===== src/slm_cfg_pkg.sv =====
package slm_cfg_pkg;

    // ========================================================================
    // field widths of the sequencing configuration
    // ========================================================================

    // image count, up to 127 stored images
    localparam int NUM_IMAGES_W = 7;
    // frame memory slot index
    localparam int FRAME_W      = 6;
    // frame syncs per image
    localparam int CYCLES_W     = 16;
    // payload of a register write
    localparam int DATA_W       = 24;

    // ========================================================================
    // host command word
    // ========================================================================

    // top nibble of every host word
    // anything else is rejected by the register block
    typedef enum logic [3:0] {
        OP_WRITE_REG = 4'd1,
        OP_START_SEQ = 4'd2
    } host_op_t;

    // register map, one field per address
    typedef enum logic [3:0] {
        REG_NUM_IMAGES       = 4'd0,
        REG_FIRST_FRAME      = 4'd1,
        REG_CYCLES_PER_IMAGE = 4'd2,
        REG_STATIC_FRAME     = 4'd3
    } reg_addr_t;

    // register write view
    // value right-aligned in data, upper bits ignored
    typedef struct packed {
        host_op_t          opcode;
        reg_addr_t         addr;
        logic [DATA_W-1:0] data;
    } reg_write_t;

    // start view, nothing but the opcode matters
    typedef struct packed {
        host_op_t    opcode;
        logic [27:0] reserved;
    } start_cmd_t;

    // one 32-bit word, two readings picked by opcode
    typedef union packed {
        reg_write_t wr;
        start_cmd_t start_cmd;
    } host_word_t;

    // ========================================================================
    // live sequencing configuration
    // ========================================================================

    typedef struct packed {
        logic [NUM_IMAGES_W-1:0] num_images;
        logic [FRAME_W-1:0]      first_frame;
        logic [CYCLES_W-1:0]     cycles_per_image;
        logic [FRAME_W-1:0]      static_frame;
    } seq_cfg_t;

endpackage


===== src/slm_disp_pkg.sv =====
package slm_disp_pkg;

    // frame memory slot shown on the modulator
    typedef logic [5:0] frame_id_t;

    // one digit, active low, bit 0 is segment a
    typedef logic [6:0] seg_t;

    // six digits of the board, leftmost first
    typedef struct packed {
        seg_t hex5;
        seg_t hex4;
        seg_t hex3;
        seg_t hex2;
        seg_t hex1;
        seg_t hex0;
    } hex_bank_t;

    // ========================================================================
    // segment patterns
    // ========================================================================

    localparam seg_t SEG_BLANK = 7'b1111111;

    // busy banner letters
    localparam seg_t SEG_b = 7'b0000011;
    localparam seg_t SEG_U = 7'b1000001;
    localparam seg_t SEG_S = 7'b0010010;
    localparam seg_t SEG_y = 7'b0010001;

    // hex nibble to digit, 0 through F
    localparam seg_t SEG_HEX [16] = '{
        7'h40, 7'h79, 7'h24, 7'h30, 7'h19, 7'h12, 7'h02, 7'h78,
        7'h00, 7'h10, 7'h08, 7'h03, 7'h46, 7'h21, 7'h06, 7'h0e
    };

    // debug byte selector, driven from the low switches
    // unlisted codes show zero
    typedef enum logic [7:0] {
        DBG_NUM_IMAGES  = 8'd0,
        DBG_FIRST_FRAME = 8'd1,
        DBG_CYCLES_LO   = 8'd2,
        DBG_CYCLES_HI   = 8'd3,
        DBG_START_CNT   = 8'd4,
        DBG_CAM_CNT     = 8'd5,
        DBG_FRAME_ID    = 8'd6
    } debug_sel_t;

endpackage


===== src/host_reg_block.sv =====
`timescale 1ns/1ps

module host_reg_block #(
    parameter int unsigned RESET_CYCLES_PER_IMAGE = 4
) (
    input  logic                    CLOCK_50,
    input  logic                    delayed_reset,
    input  logic                    host_valid,
    input  slm_cfg_pkg::host_word_t host_word,
    output logic                    host_ready,
    input  logic                    busy,
    output slm_cfg_pkg::seq_cfg_t   cfg,
    output logic                    seq_start,
    output logic                    cmd_error
);

    // handshake completes on this edge
    logic                  accept;
    // decode results for the accepted word
    slm_cfg_pkg::seq_cfg_t cfg_next;
    logic                  start_hit;
    logic                  bad_word;

    // back-pressure while a run is active or just launched
    assign host_ready = !busy && !seq_start;
    assign accept     = host_valid && host_ready;

    // ========================================================================
    // word decode
    // ========================================================================

    // opcode picks the union view
    // register writes take only the low bits each field needs
    always_comb begin
        cfg_next  = cfg;
        start_hit = 1'b0;
        bad_word  = 1'b0;
        if (accept) begin
            case (host_word.start_cmd.opcode)
                slm_cfg_pkg::OP_WRITE_REG: begin
                    case (host_word.wr.addr)
                        slm_cfg_pkg::REG_NUM_IMAGES:
                            cfg_next.num_images =
                                host_word.wr.data[slm_cfg_pkg::NUM_IMAGES_W-1:0];
                        slm_cfg_pkg::REG_FIRST_FRAME:
                            cfg_next.first_frame =
                                host_word.wr.data[slm_cfg_pkg::FRAME_W-1:0];
                        slm_cfg_pkg::REG_CYCLES_PER_IMAGE:
                            cfg_next.cycles_per_image =
                                host_word.wr.data[slm_cfg_pkg::CYCLES_W-1:0];
                        slm_cfg_pkg::REG_STATIC_FRAME:
                            cfg_next.static_frame =
                                host_word.wr.data[slm_cfg_pkg::FRAME_W-1:0];
                        // unmapped address
                        default: bad_word = 1'b1;
                    endcase
                end
                slm_cfg_pkg::OP_START_SEQ: begin
                    // empty image list cannot run
                    if (cfg.num_images == '0) begin
                        bad_word = 1'b1;
                    end else begin
                        start_hit = 1'b1;
                    end
                end
                default: bad_word = 1'b1;
            endcase
        end
    end

    // ========================================================================
    // registers
    // ========================================================================

    always_ff @(posedge CLOCK_50 or posedge delayed_reset) begin
        if (delayed_reset) begin
            cfg <= '{
                num_images:       7'd1,
                first_frame:      '0,
                cycles_per_image: 16'(RESET_CYCLES_PER_IMAGE),
                static_frame:     '0
            };
            seq_start <= 1'b0;
            cmd_error <= 1'b0;
        end else begin
            // illegal words leave cfg untouched, see decode
            cfg       <= cfg_next;
            seq_start <= start_hit;
            // sticky until reset
            if (bad_word) begin
                cmd_error <= 1'b1;
            end
        end
    end

    // start pulse lands before the sequencer raises busy
    a_no_start_while_busy: assert property (
        @(posedge CLOCK_50) disable iff (delayed_reset)
        seq_start |-> !busy
    );

    // nothing is consumed while the host is held off
    a_no_accept_when_stalled: assert property (
        @(posedge CLOCK_50) disable iff (delayed_reset)
        !host_ready |=> ($stable(cfg) && !seq_start && $stable(cmd_error))
    );

endmodule


===== src/frame_sequencer.sv =====
`timescale 1ns/1ps

module frame_sequencer (
    input  logic                     CLOCK_50,
    input  logic                     delayed_reset,
    input  slm_cfg_pkg::seq_cfg_t    cfg,
    input  logic                     seq_start,
    input  logic                     frame_sync,
    input  logic                     sw_override,
    input  slm_disp_pkg::frame_id_t  sw_frame,
    output logic                     busy,
    output logic                     cam_trigger,
    output slm_disp_pkg::frame_id_t  display_frame_id
);

    // position in the image list
    logic [slm_cfg_pkg::NUM_IMAGES_W-1:0] img_idx;
    // syncs spent on the current image
    logic [slm_cfg_pkg::CYCLES_W-1:0]     sync_cnt;
    // current image has had all its syncs
    logic                                 hold_done;
    // current image is the final one
    logic                                 last_image;
    // frame memory slot of the current image
    slm_disp_pkg::frame_id_t              seq_frame_id;

    // this sync completes the hold
    // a zero hold behaves as one sync
    assign hold_done  = (sync_cnt + 16'd1) >= cfg.cycles_per_image;
    assign last_image = img_idx == (cfg.num_images - 7'd1);

    // ========================================================================
    // image stepping
    // ========================================================================

    always_ff @(posedge CLOCK_50 or posedge delayed_reset) begin
        if (delayed_reset) begin
            busy        <= 1'b0;
            cam_trigger <= 1'b0;
            img_idx     <= '0;
            sync_cnt    <= '0;
        end else begin
            cam_trigger <= 1'b0;
            if (seq_start) begin
                // first image triggers the camera right away
                busy        <= 1'b1;
                cam_trigger <= 1'b1;
                img_idx     <= '0;
                sync_cnt    <= '0;
            end else if (busy && frame_sync) begin
                if (hold_done) begin
                    sync_cnt <= '0;
                    if (last_image) begin
                        // run over
                        busy <= 1'b0;
                    end else begin
                        img_idx     <= img_idx + 7'd1;
                        cam_trigger <= 1'b1;
                    end
                end else begin
                    sync_cnt <= sync_cnt + 16'd1;
                end
            end
        end
    end

    // ========================================================================
    // frame id selection
    // ========================================================================

    // six-bit add wraps modulo 64
    assign seq_frame_id = cfg.first_frame + img_idx[5:0];

    // sequence, then switch override, then host static id
    always_comb begin
        if (busy) begin
            display_frame_id = seq_frame_id;
        end else if (sw_override) begin
            display_frame_id = sw_frame;
        end else begin
            display_frame_id = cfg.static_frame;
        end
    end

    // camera fires only inside a run
    a_trigger_in_run: assert property (
        @(posedge CLOCK_50) disable iff (delayed_reset)
        cam_trigger |-> (busy || $rose(busy))
    );

    // host is stalled while busy, so the list length cannot shrink under us
    a_index_in_range: assert property (
        @(posedge CLOCK_50) disable iff (delayed_reset)
        busy |-> (img_idx < cfg.num_images)
    );

endmodule


===== src/status_display.sv =====
`timescale 1ns/1ps

module status_display (
    input  logic                     CLOCK_50,
    input  logic                     delayed_reset,
    input  slm_cfg_pkg::seq_cfg_t    cfg,
    input  logic                     busy,
    input  logic                     seq_start,
    input  logic                     cam_trigger,
    input  logic                     cmd_error,
    input  slm_disp_pkg::frame_id_t  display_frame_id,
    input  logic                     debug_en,
    input  slm_disp_pkg::debug_sel_t debug_sel,
    output slm_disp_pkg::hex_bank_t  hex,
    output logic [9:0]               ledr
);

    // wrapping event counters
    logic [7:0] start_cnt;
    logic [7:0] cam_cnt;
    // byte shown on the two right digits
    logic [7:0] debug_byte;

    // ========================================================================
    // event counters
    // ========================================================================

    always_ff @(posedge CLOCK_50 or posedge delayed_reset) begin
        if (delayed_reset) begin
            start_cnt <= '0;
            cam_cnt   <= '0;
        end else begin
            if (seq_start) begin
                start_cnt <= start_cnt + 8'd1;
            end
            if (cam_trigger) begin
                cam_cnt <= cam_cnt + 8'd1;
            end
        end
    end

    // ========================================================================
    // debug byte mux
    // ========================================================================

    // narrow fields zero-extended
    always_comb begin
        debug_byte = 8'd0;
        if (debug_en) begin
            case (debug_sel)
                slm_disp_pkg::DBG_NUM_IMAGES:  debug_byte = {1'b0, cfg.num_images};
                slm_disp_pkg::DBG_FIRST_FRAME: debug_byte = {2'b00, cfg.first_frame};
                slm_disp_pkg::DBG_CYCLES_LO:   debug_byte = cfg.cycles_per_image[7:0];
                slm_disp_pkg::DBG_CYCLES_HI:   debug_byte = cfg.cycles_per_image[15:8];
                slm_disp_pkg::DBG_START_CNT:   debug_byte = start_cnt;
                slm_disp_pkg::DBG_CAM_CNT:     debug_byte = cam_cnt;
                slm_disp_pkg::DBG_FRAME_ID:    debug_byte = {2'b00, display_frame_id};
                default:                       debug_byte = 8'd0;
            endcase
        end
    end

    // ========================================================================
    // digits and leds
    // ========================================================================

    // banner on the left four digits during a run
    assign hex.hex5 = busy ? slm_disp_pkg::SEG_b : slm_disp_pkg::SEG_BLANK;
    assign hex.hex4 = busy ? slm_disp_pkg::SEG_U : slm_disp_pkg::SEG_BLANK;
    assign hex.hex3 = busy ? slm_disp_pkg::SEG_S : slm_disp_pkg::SEG_BLANK;
    assign hex.hex2 = busy ? slm_disp_pkg::SEG_y : slm_disp_pkg::SEG_BLANK;

    // debug byte in hex, reads 00 when debug is off
    assign hex.hex1 = slm_disp_pkg::SEG_HEX[debug_byte[7:4]];
    assign hex.hex0 = slm_disp_pkg::SEG_HEX[debug_byte[3:0]];

    // error, busy, camera strobe, spare, then frame id
    assign ledr = {cmd_error, busy, cam_trigger, 1'b0, display_frame_id};

endmodule


===== src/slm_ctrl_top.sv =====
`timescale 1ns/1ps

module slm_ctrl_top #(
    parameter int unsigned RESET_CYCLES_PER_IMAGE = 4
) (
    input  logic                    CLOCK_50,
    input  logic                    delayed_reset,
    input  logic                    host_valid,
    input  slm_cfg_pkg::host_word_t host_word,
    output logic                    host_ready,
    input  logic [9:0]              sw,
    input  logic                    frame_sync,
    output slm_disp_pkg::frame_id_t display_frame_id,
    output logic [9:0]              ledr,
    output slm_disp_pkg::hex_bank_t hex
);

    // ========================================================================
    // internal nets
    // ========================================================================

    slm_cfg_pkg::seq_cfg_t cfg;
    logic                  seq_start;
    logic                  cmd_error;
    logic                  busy;
    logic                  cam_trigger;

    // host words in, configuration and start pulse out
    host_reg_block #(
        .RESET_CYCLES_PER_IMAGE(RESET_CYCLES_PER_IMAGE)
    ) u_host_reg_block (
        .CLOCK_50     (CLOCK_50),
        .delayed_reset(delayed_reset),
        .host_valid   (host_valid),
        .host_word    (host_word),
        .host_ready   (host_ready),
        .busy         (busy),
        .cfg          (cfg),
        .seq_start    (seq_start),
        .cmd_error    (cmd_error)
    );

    // sw[9] forces the switch frame id when idle
    frame_sequencer u_frame_sequencer (
        .CLOCK_50        (CLOCK_50),
        .delayed_reset   (delayed_reset),
        .cfg             (cfg),
        .seq_start       (seq_start),
        .frame_sync      (frame_sync),
        .sw_override     (sw[9]),
        .sw_frame        (sw[5:0]),
        .busy            (busy),
        .cam_trigger     (cam_trigger),
        .display_frame_id(display_frame_id)
    );

    // sw[8] enables debug, sw[7:0] picks the byte
    status_display u_status_display (
        .CLOCK_50        (CLOCK_50),
        .delayed_reset   (delayed_reset),
        .cfg             (cfg),
        .busy            (busy),
        .seq_start       (seq_start),
        .cam_trigger     (cam_trigger),
        .cmd_error       (cmd_error),
        .display_frame_id(display_frame_id),
        .debug_en        (sw[8]),
        .debug_sel       (slm_disp_pkg::debug_sel_t'(sw[7:0])),
        .hex             (hex),
        .ledr            (ledr)
    );

endmodule


===== config.mk =====
export PLATFORM = sky130hd
export DESIGN_NAME = slm_ctrl_top
export DESIGN_NICKNAME = d
export VERILOG_FILES = /design/src/slm_cfg_pkg.sv /design/src/slm_disp_pkg.sv /design/src/host_reg_block.sv /design/src/frame_sequencer.sv /design/src/status_display.sv /design/src/slm_ctrl_top.sv
export SDC_FILE = /design/constraint.sdc
export NUM_CORES = 1
export LEC_CHECK = 0
export BUFFER_PORTS_ARGS = -buffer_cell sky130_fd_sc_hd__buf_2
export CAP_MARGIN = 0
export CORE_UTILIZATION = 43
export CTS_CLUSTER_DIAMETER = 120
export DETAILED_ROUTE_END_ITERATION = 8
export HOLD_SLACK_MARGIN = 0.06
export PLACE_DENSITY_LB_ADDON = 0.1
export SLEW_MARGIN = 20
export SYNTH_ARGS = -nofsm -noshare
export SYNTH_HDL_FRONTEND = slang
export SYNTH_SLANG_ARGS = --single-unit
export TNS_END_PERCENT = 20

===== constraint.sdc =====
create_clock -name CLOCK_50 -period 5.2 [get_ports CLOCK_50]
set_input_delay 0 -clock CLOCK_50 [delete_from_list [all_inputs] [get_ports CLOCK_50]]
set_output_delay 0 -clock CLOCK_50 [all_outputs]
set_load 0.05 [all_outputs]

== Word level (Yosys, flattened, before mapping) ==
Memories as Yosys holds them, arrays and structs flattened.
Cells that the tools add are included.
Storage, ports and cells
  flip-flop bits (word level): 78
  bits in latches: 0
  RAM bits: 0
  bits in read-only memories: 224
  bits of input ports: 46
  output and inout bits: 59
  word-level logic and storage cells: 90
  memories: 2
Memory list
  (name not given): words 16, width 7, rd ports 1, clocked after memory_dff 0, wr ports 0, RTL line status_display.sv:75  | assign hex.hex0 = slm_disp_pkg::SEG_HEX[debug_byte[3:0]];
  (name not given): words 16, width 7, rd ports 1, clocked after memory_dff 0, wr ports 0, RTL line status_display.sv:74  | assign hex.hex1 = slm_disp_pkg::SEG_HEX[debug_byte[7:4]];
Cells by class
  add/subtract/negate cells: 6
  multipliers: 0
  div/mod/pow operators: 0
  order comparisons: 3
  equality and inequality tests: 13
  shifts and indexed selects: 0
  multiplexer cells: 34
  bitwise logic cells: 2
  reduce and logical (&&, ||, !) cells: 18
Operators by type and width (number)
  $mux 7: 11
  $pmux 8 s7: 1
  $mux 16: 3
  $eq 8x3->1 const B: 3
  $mux 6: 3
  $reduce_and 3->1: 6
  $add 16x1->16 const B: 1
  $add 8x1->8 const B: 2
  $eq 8x2->1 const B: 2
  $ge 16x16->1: 1
  $mux 1: 14
  $eq 4x2->1 const B: 3
  $ge 5x5->1 const B: 2
  $not 4->5: 2
  $eq 4x1->1 const B: 2
  $eq 8x1->1 const B: 1
  $logic_not 8->1: 1
  $mux 8: 1
  $add 7x1->7 const B: 1
  $eq 7x7->1: 1
  $logic_not 7->1: 1
  $sub 7x1->7 const B: 1
  $add 6x6->6: 1
  $reduce_bool 2->1: 3
  other kinds (6): 9

== Logic depth before layout (Yosys ltp) ==
  depth after elaboration: 8
  mapped depth: 16

== Modules after synthesis ==
From an unflattened synthesis, not the netlist that was laid out.
Unflattened totals
  cells, all modules: 612
  area, all modules: 6095.8 um2
By module, submodules not included
  frame_sequencer: times used 1, cells an instance 267, area each 2373.5 um2
  status_display: times used 1, cells an instance 251, area each 2174.6 um2
  host_reg_block: times used 1, cells an instance 94, area each 1547.7 um2

== Worst setup path before layout ==
Ideal clock, no wire load.
  path kind: flip-flop to output port
  start: register u_frame_sequencer.img_idx[0] (netlist name)
  end: output hex[12] (netlist name)
  arrival: 3874 ps
  slack: 1326 ps
  cell stages (with the launch flop): 14
  cell sequence: dfrtp_1 -> ha_1 -> inv_1 -> fa_1 -> inv_1 -> a21oi_1 -> a2111oi_0 -> o21ai_0 -> inv_1 -> ha_1 -> inv_1 -> nor2_1 -> a21oi_1 -> o32ai_1
RTL lines
  from (decl): RTL line frame_sequencer.sv:17  | logic [slm_cfg_pkg::NUM_IMAGES_W-1:0] img_idx;
  from (signal assigned): RTL line frame_sequencer.sv:57  | img_idx <= img_idx + 7'd1;
  to (decl): RTL line slm_ctrl_top.sv:15  | output slm_disp_pkg::hex_bank_t hex

== Worst setup path in the final report ==
  start: register u_frame_sequencer.sync_cnt[2] (netlist name)
  end: register u_frame_sequencer.img_idx[6] (netlist name)
On the way
  cells in the longest elaborated chain, start to end: 4
RTL lines
  from (decl): RTL line frame_sequencer.sv:19  | logic [slm_cfg_pkg::CYCLES_W-1:0] sync_cnt;
  from (signal assigned): RTL line frame_sequencer.sv:61  | sync_cnt <= sync_cnt + 16'd1;
  $add 16x1->16: RTL line frame_sequencer.sv:29  | assign hold_done = (sync_cnt + 16'd1) >= cfg.cycles_per_image;
  $ge 16x16->1: RTL line frame_sequencer.sv:29
  $reduce_bool 2->1 (no source line)
  $reduce_and 3->1 (no source line)
No other way between the ends.
A chain may end at the register's enable or synchronous reset.

==> flow_summary_export.csv <==
group,metric,value,unit
cells_and_area,postLayoutCoreUtil,50.7,%
cells_and_area,drive_above_1_share,24.6,%
worst_hold_path,timing.hold.worst.class,"input port to flop",
clock_network,htree_levels,3,
yosys,synth_warnings,0,
placement,place.detailed.hpwl,11100,µm
sta,grt_setup_unrepaired,"no",
worst_setup_path,timing.critical_path.from_type,"flop",
global_route,overall_fraction_of_global_route_tracks_in_use,21.5,%
pwr,power_density,360,nW/µm²
drt,drt_drc_violations_left,0,
cells_and_area,instances_no_fill,871,
clock_network,clockBufferDepth,2,
drt,final_antenna_net_count,0,
sta,maxSlewHeadroom,28.7,%
yosys,post_synth_instance_area,5940,µm²
sta,tightestPinTransition,1.06,ns
worst_setup_path,cp_data_arrival_time,4.51,ns
yosys,ys_ff_latch,78,
clock_network,post-cts-setup-buffers,0,
sta,tns,0,ns
sta,finalWorstPathRequiredPeriod,4.25,ns
pwr,max-vdd-ir-drop,0.000210,V
clock_network,insertion_delay,0.34,ns
job,max_cap_violations,0,
die,rows,42,
global_route,first_global_vias,4564,
worst_setup_path,critPathMaxFanout,15,
yosys,synth_top_family_by_area,"simple AND/OR/NAND/NOR gates",
worst_setup_path,critPathCaptureType,"flop",
drt,route.detailed.wl_per_inst,17.0,µm
yosys,synth_simple_gate_area_share,15.8,%
yosys,post_synth_num_cell_types,77,
global_route,initial_antenna_violation_count,0,
drt,initialDrtViolationCount,325,
cells_and_area,final.fill_count,1270,
yosys,synth.largest_area_cell,"dfrtp_1",
yosys,synth-edff-count,0,
yosys,share_of_the_yosys_chip_area_belonging_to_registers,32.9,%
sta,fin_worst_hold_slack,0.0813,ns
sta,finalMaxSlewViolations,0,
placement,buffer_ports.inserted,87,
placement,routabilityCongestion,0.846,
yosys,synth_top_area_share,32.0,%
clock_network,clock_sink_count,78,
outcome,run_status,"finished clean",
yosys,post_synth.cell_area_avg,9.58,µm²
die,coreArea,13300,µm²
sta,maxClockFrequency,0.235,GHz
yosys,synth.mux.area_fraction,13.1,%
yosys,ys_top_cells_by_area,"dfrtp_1, ha_1, mux2_2",
die,die_area,14300,µm²
clock_network,clkTransAtPathRegs,0.07,ns
drt,number_of_optimization_iterations_in_the_first_detailed_route_pass,4,
sta,report.final.setup_viol,0,
yosys,synth_ff_type,"dfrtp_1",
cells_and_area,insertedDiodeCount,0,
drt,routed_wire_length,14800,µm
die,floorplan.io_pins,105,
die,die_y,120,µm
clock_network,cts_inserted_buffers,9,
sta,post-route-period-util,81.7,%
die,floorplan.initialDensity,44.5,%
yosys,synth_cells,620,
drt,dr_total_vias,4885,
yosys,synth_xor_xnor_area_share,5.60,%
yosys,async_reset_ff_share,100,%
global_route,grt_start_max_net_pins,79,
cells_and_area,area_growth_syn_to_layout,13.9,%
global_route,grt_first_pass_wirelength,23700,µm
yosys,synth_adder_area_share,8.34,%
yosys,fraction_of_the_mapped_netlist_area_in_compound_gates,15.1,%
drt,routed_via_density,5.61,
worst_setup_path,critical_path_required_time,5.46,ns
cells_and_area,fin_nets,775,
die,horiz_die_dim,120,µm
placement,post-place-cells,834,
clock_network,post_cts.resized_instances,0,
pwr,leakagePower,3.17,nW
yosys,post-synth-top-count-cell,"dfrtp_1",
sta,timing_hold_violations_final,0,
global_route,grt-ovfl-total,0,
sta,clock_skew,0.00455,ns
worst_setup_path,path_class,"flop to flop",
pwr,post_layout_total_power,2.44,mW
clock_network,cell_chosen_for_the_clock_root,"clkbuf_16",
yosys,synth.cells.most_frequent,"dfrtp_1, mux2_2, buf_4, ha_1, nor2_1",
clock_network,tritoncts_clock_tree,"built",
-- layer usage --
layer  up-vias  routed length, µm  global-route usage [%]  share of wire (%)
li1       2368                  -                       -                  -
met1      2360               7020                    29.4                 47
met2       135               6950                    34.5                 47
met3        22                543                    3.14                3.7
met4         0                296                    8.13                2.0
met5         -                  0                       0                  0
-- final cells by class --
type	count	area, µm²	share of cell area, %
multi-input cells	453	3470	51.3
flip-flops and latches	78	1950	28.9
repair buffers	114	694	10.3
clock buffers	9	225	3.33
well taps	176	220	3.25
inverters	34	128	1.89
clock inverters	7	71.3	1.05
-- layout by cell type, fill, tap and decap left out, types with 3 or more instances in the layout --
master / count
buf_2: 87
dfrtp_1: 76
mux2_2: 40
ha_1: 38
nor2_1: 35
nand2_1: 34
inv_1: 32
mux2i_1: 26
xnor2_1: 24
a21oi_1: 24
o21ai_0: 21
dlygate4sd3_1: 21
nand3_1: 19
xor2_1: 14
nor3_1: 14
nand4_1: 12
a31oi_1: 10
a211oi_1: 10
and3_1: 9
nand2b_1: 9
a22o_1: 9
conb_1: 9
clkbuf_16: 9
or3_1: 6
o31ai_1: 6
or4_1: 6
nor2b_1: 5
buf_4: 5
and2_1: 4
inv_8: 4
nor4_2: 3
a21o_1: 3
o22ai_1: 3
o32ai_1: 3
o21a_1: 3
-- state kept, by name (all words and copies together) (netlist names) --
signal                         cells
u_host_reg_block.cfg              35
u_frame_sequencer.sync_cnt        16
u_status_display.cam_cnt           8
u_status_display.start_cnt         8
u_frame_sequencer.img_idx          7
u_frame_sequencer.busy             1
u_frame_sequencer.cam_trigger      1
u_host_reg_block.cmd_error         1
u_host_reg_block.seq_start         1
-- logic make-up after synthesis --
group,Yosys count
and+or+nand+nor,173
AOI/OAI and AO/OA,124
buffers and inverters,96
DFF,78
muxes,70
adders and majority gates,39
xor gates and xnor gates,38
other,2
-- report_power, final --
part	internal, mW	switching (mW)	total (mW)
combinational	0.273	0.773	1.05
clock	0.342	0.295	0.636
sequential	0.667	0.0909	0.758
-- worst paths after layout --
path,from,to,slack (ns),cells after the start
max,u_frame_sequencer.sync_cnt[2]$_DFFE_PP0P_,u_frame_sequencer.img_idx[6]$_DFFE_PP0P_,0.95,12
min,host_word[29],u_host_reg_block.cmd_error$_DFFE_PP0P_,0.08,3
max reg2reg,u_frame_sequencer.sync_cnt[2]$_DFFE_PP0P_,u_frame_sequencer.img_idx[6]$_DFFE_PP0P_,0.95,12
min reg2reg,u_host_reg_block.cmd_error$_DFFE_PP0P_,u_host_reg_block.cmd_error$_DFFE_PP0P_,0.47,1
max in group asynchronous,delayed_reset,u_host_reg_block.cfg[23]$_DFFE_PP0P_,4.31,4
min in group asynchronous,delayed_reset,u_host_reg_block.cmd_error$_DFFE_PP0P_,0.40,4
-- per-stage QoR --
stage               setup slack (ns)  instance area (µm²)
floorplan                       1.33                 5970
global route                   0.552                 6770
CTS                            0.845                 6760
finish                         0.951                 6770
global placement                1.10                 6260
detailed placement              1.01                 6260
-- worst max-delay path, cell delays in order (launching register included) --
cell	delay, ns
dfrtp_1	0.44
nand4_1	0.18
nor3_1	0.48
nand3_1	0.36
o21a_1	0.28
or2_2	0.31
ha_1	0.30
nand4_1	0.15
a2111oi_1	0.50
a211oi_1	0.19
buf_4	0.22
or4b_2	0.61
a21oi_1	0.15
-- repair_timing --
action | in CTS | in global routing
endpoints found under the setup margin | 0 | 0
endpoints found under the hold margin | 114 | 0
hold buffers | 21 | 0
Power figures use the tool's default switching activity.
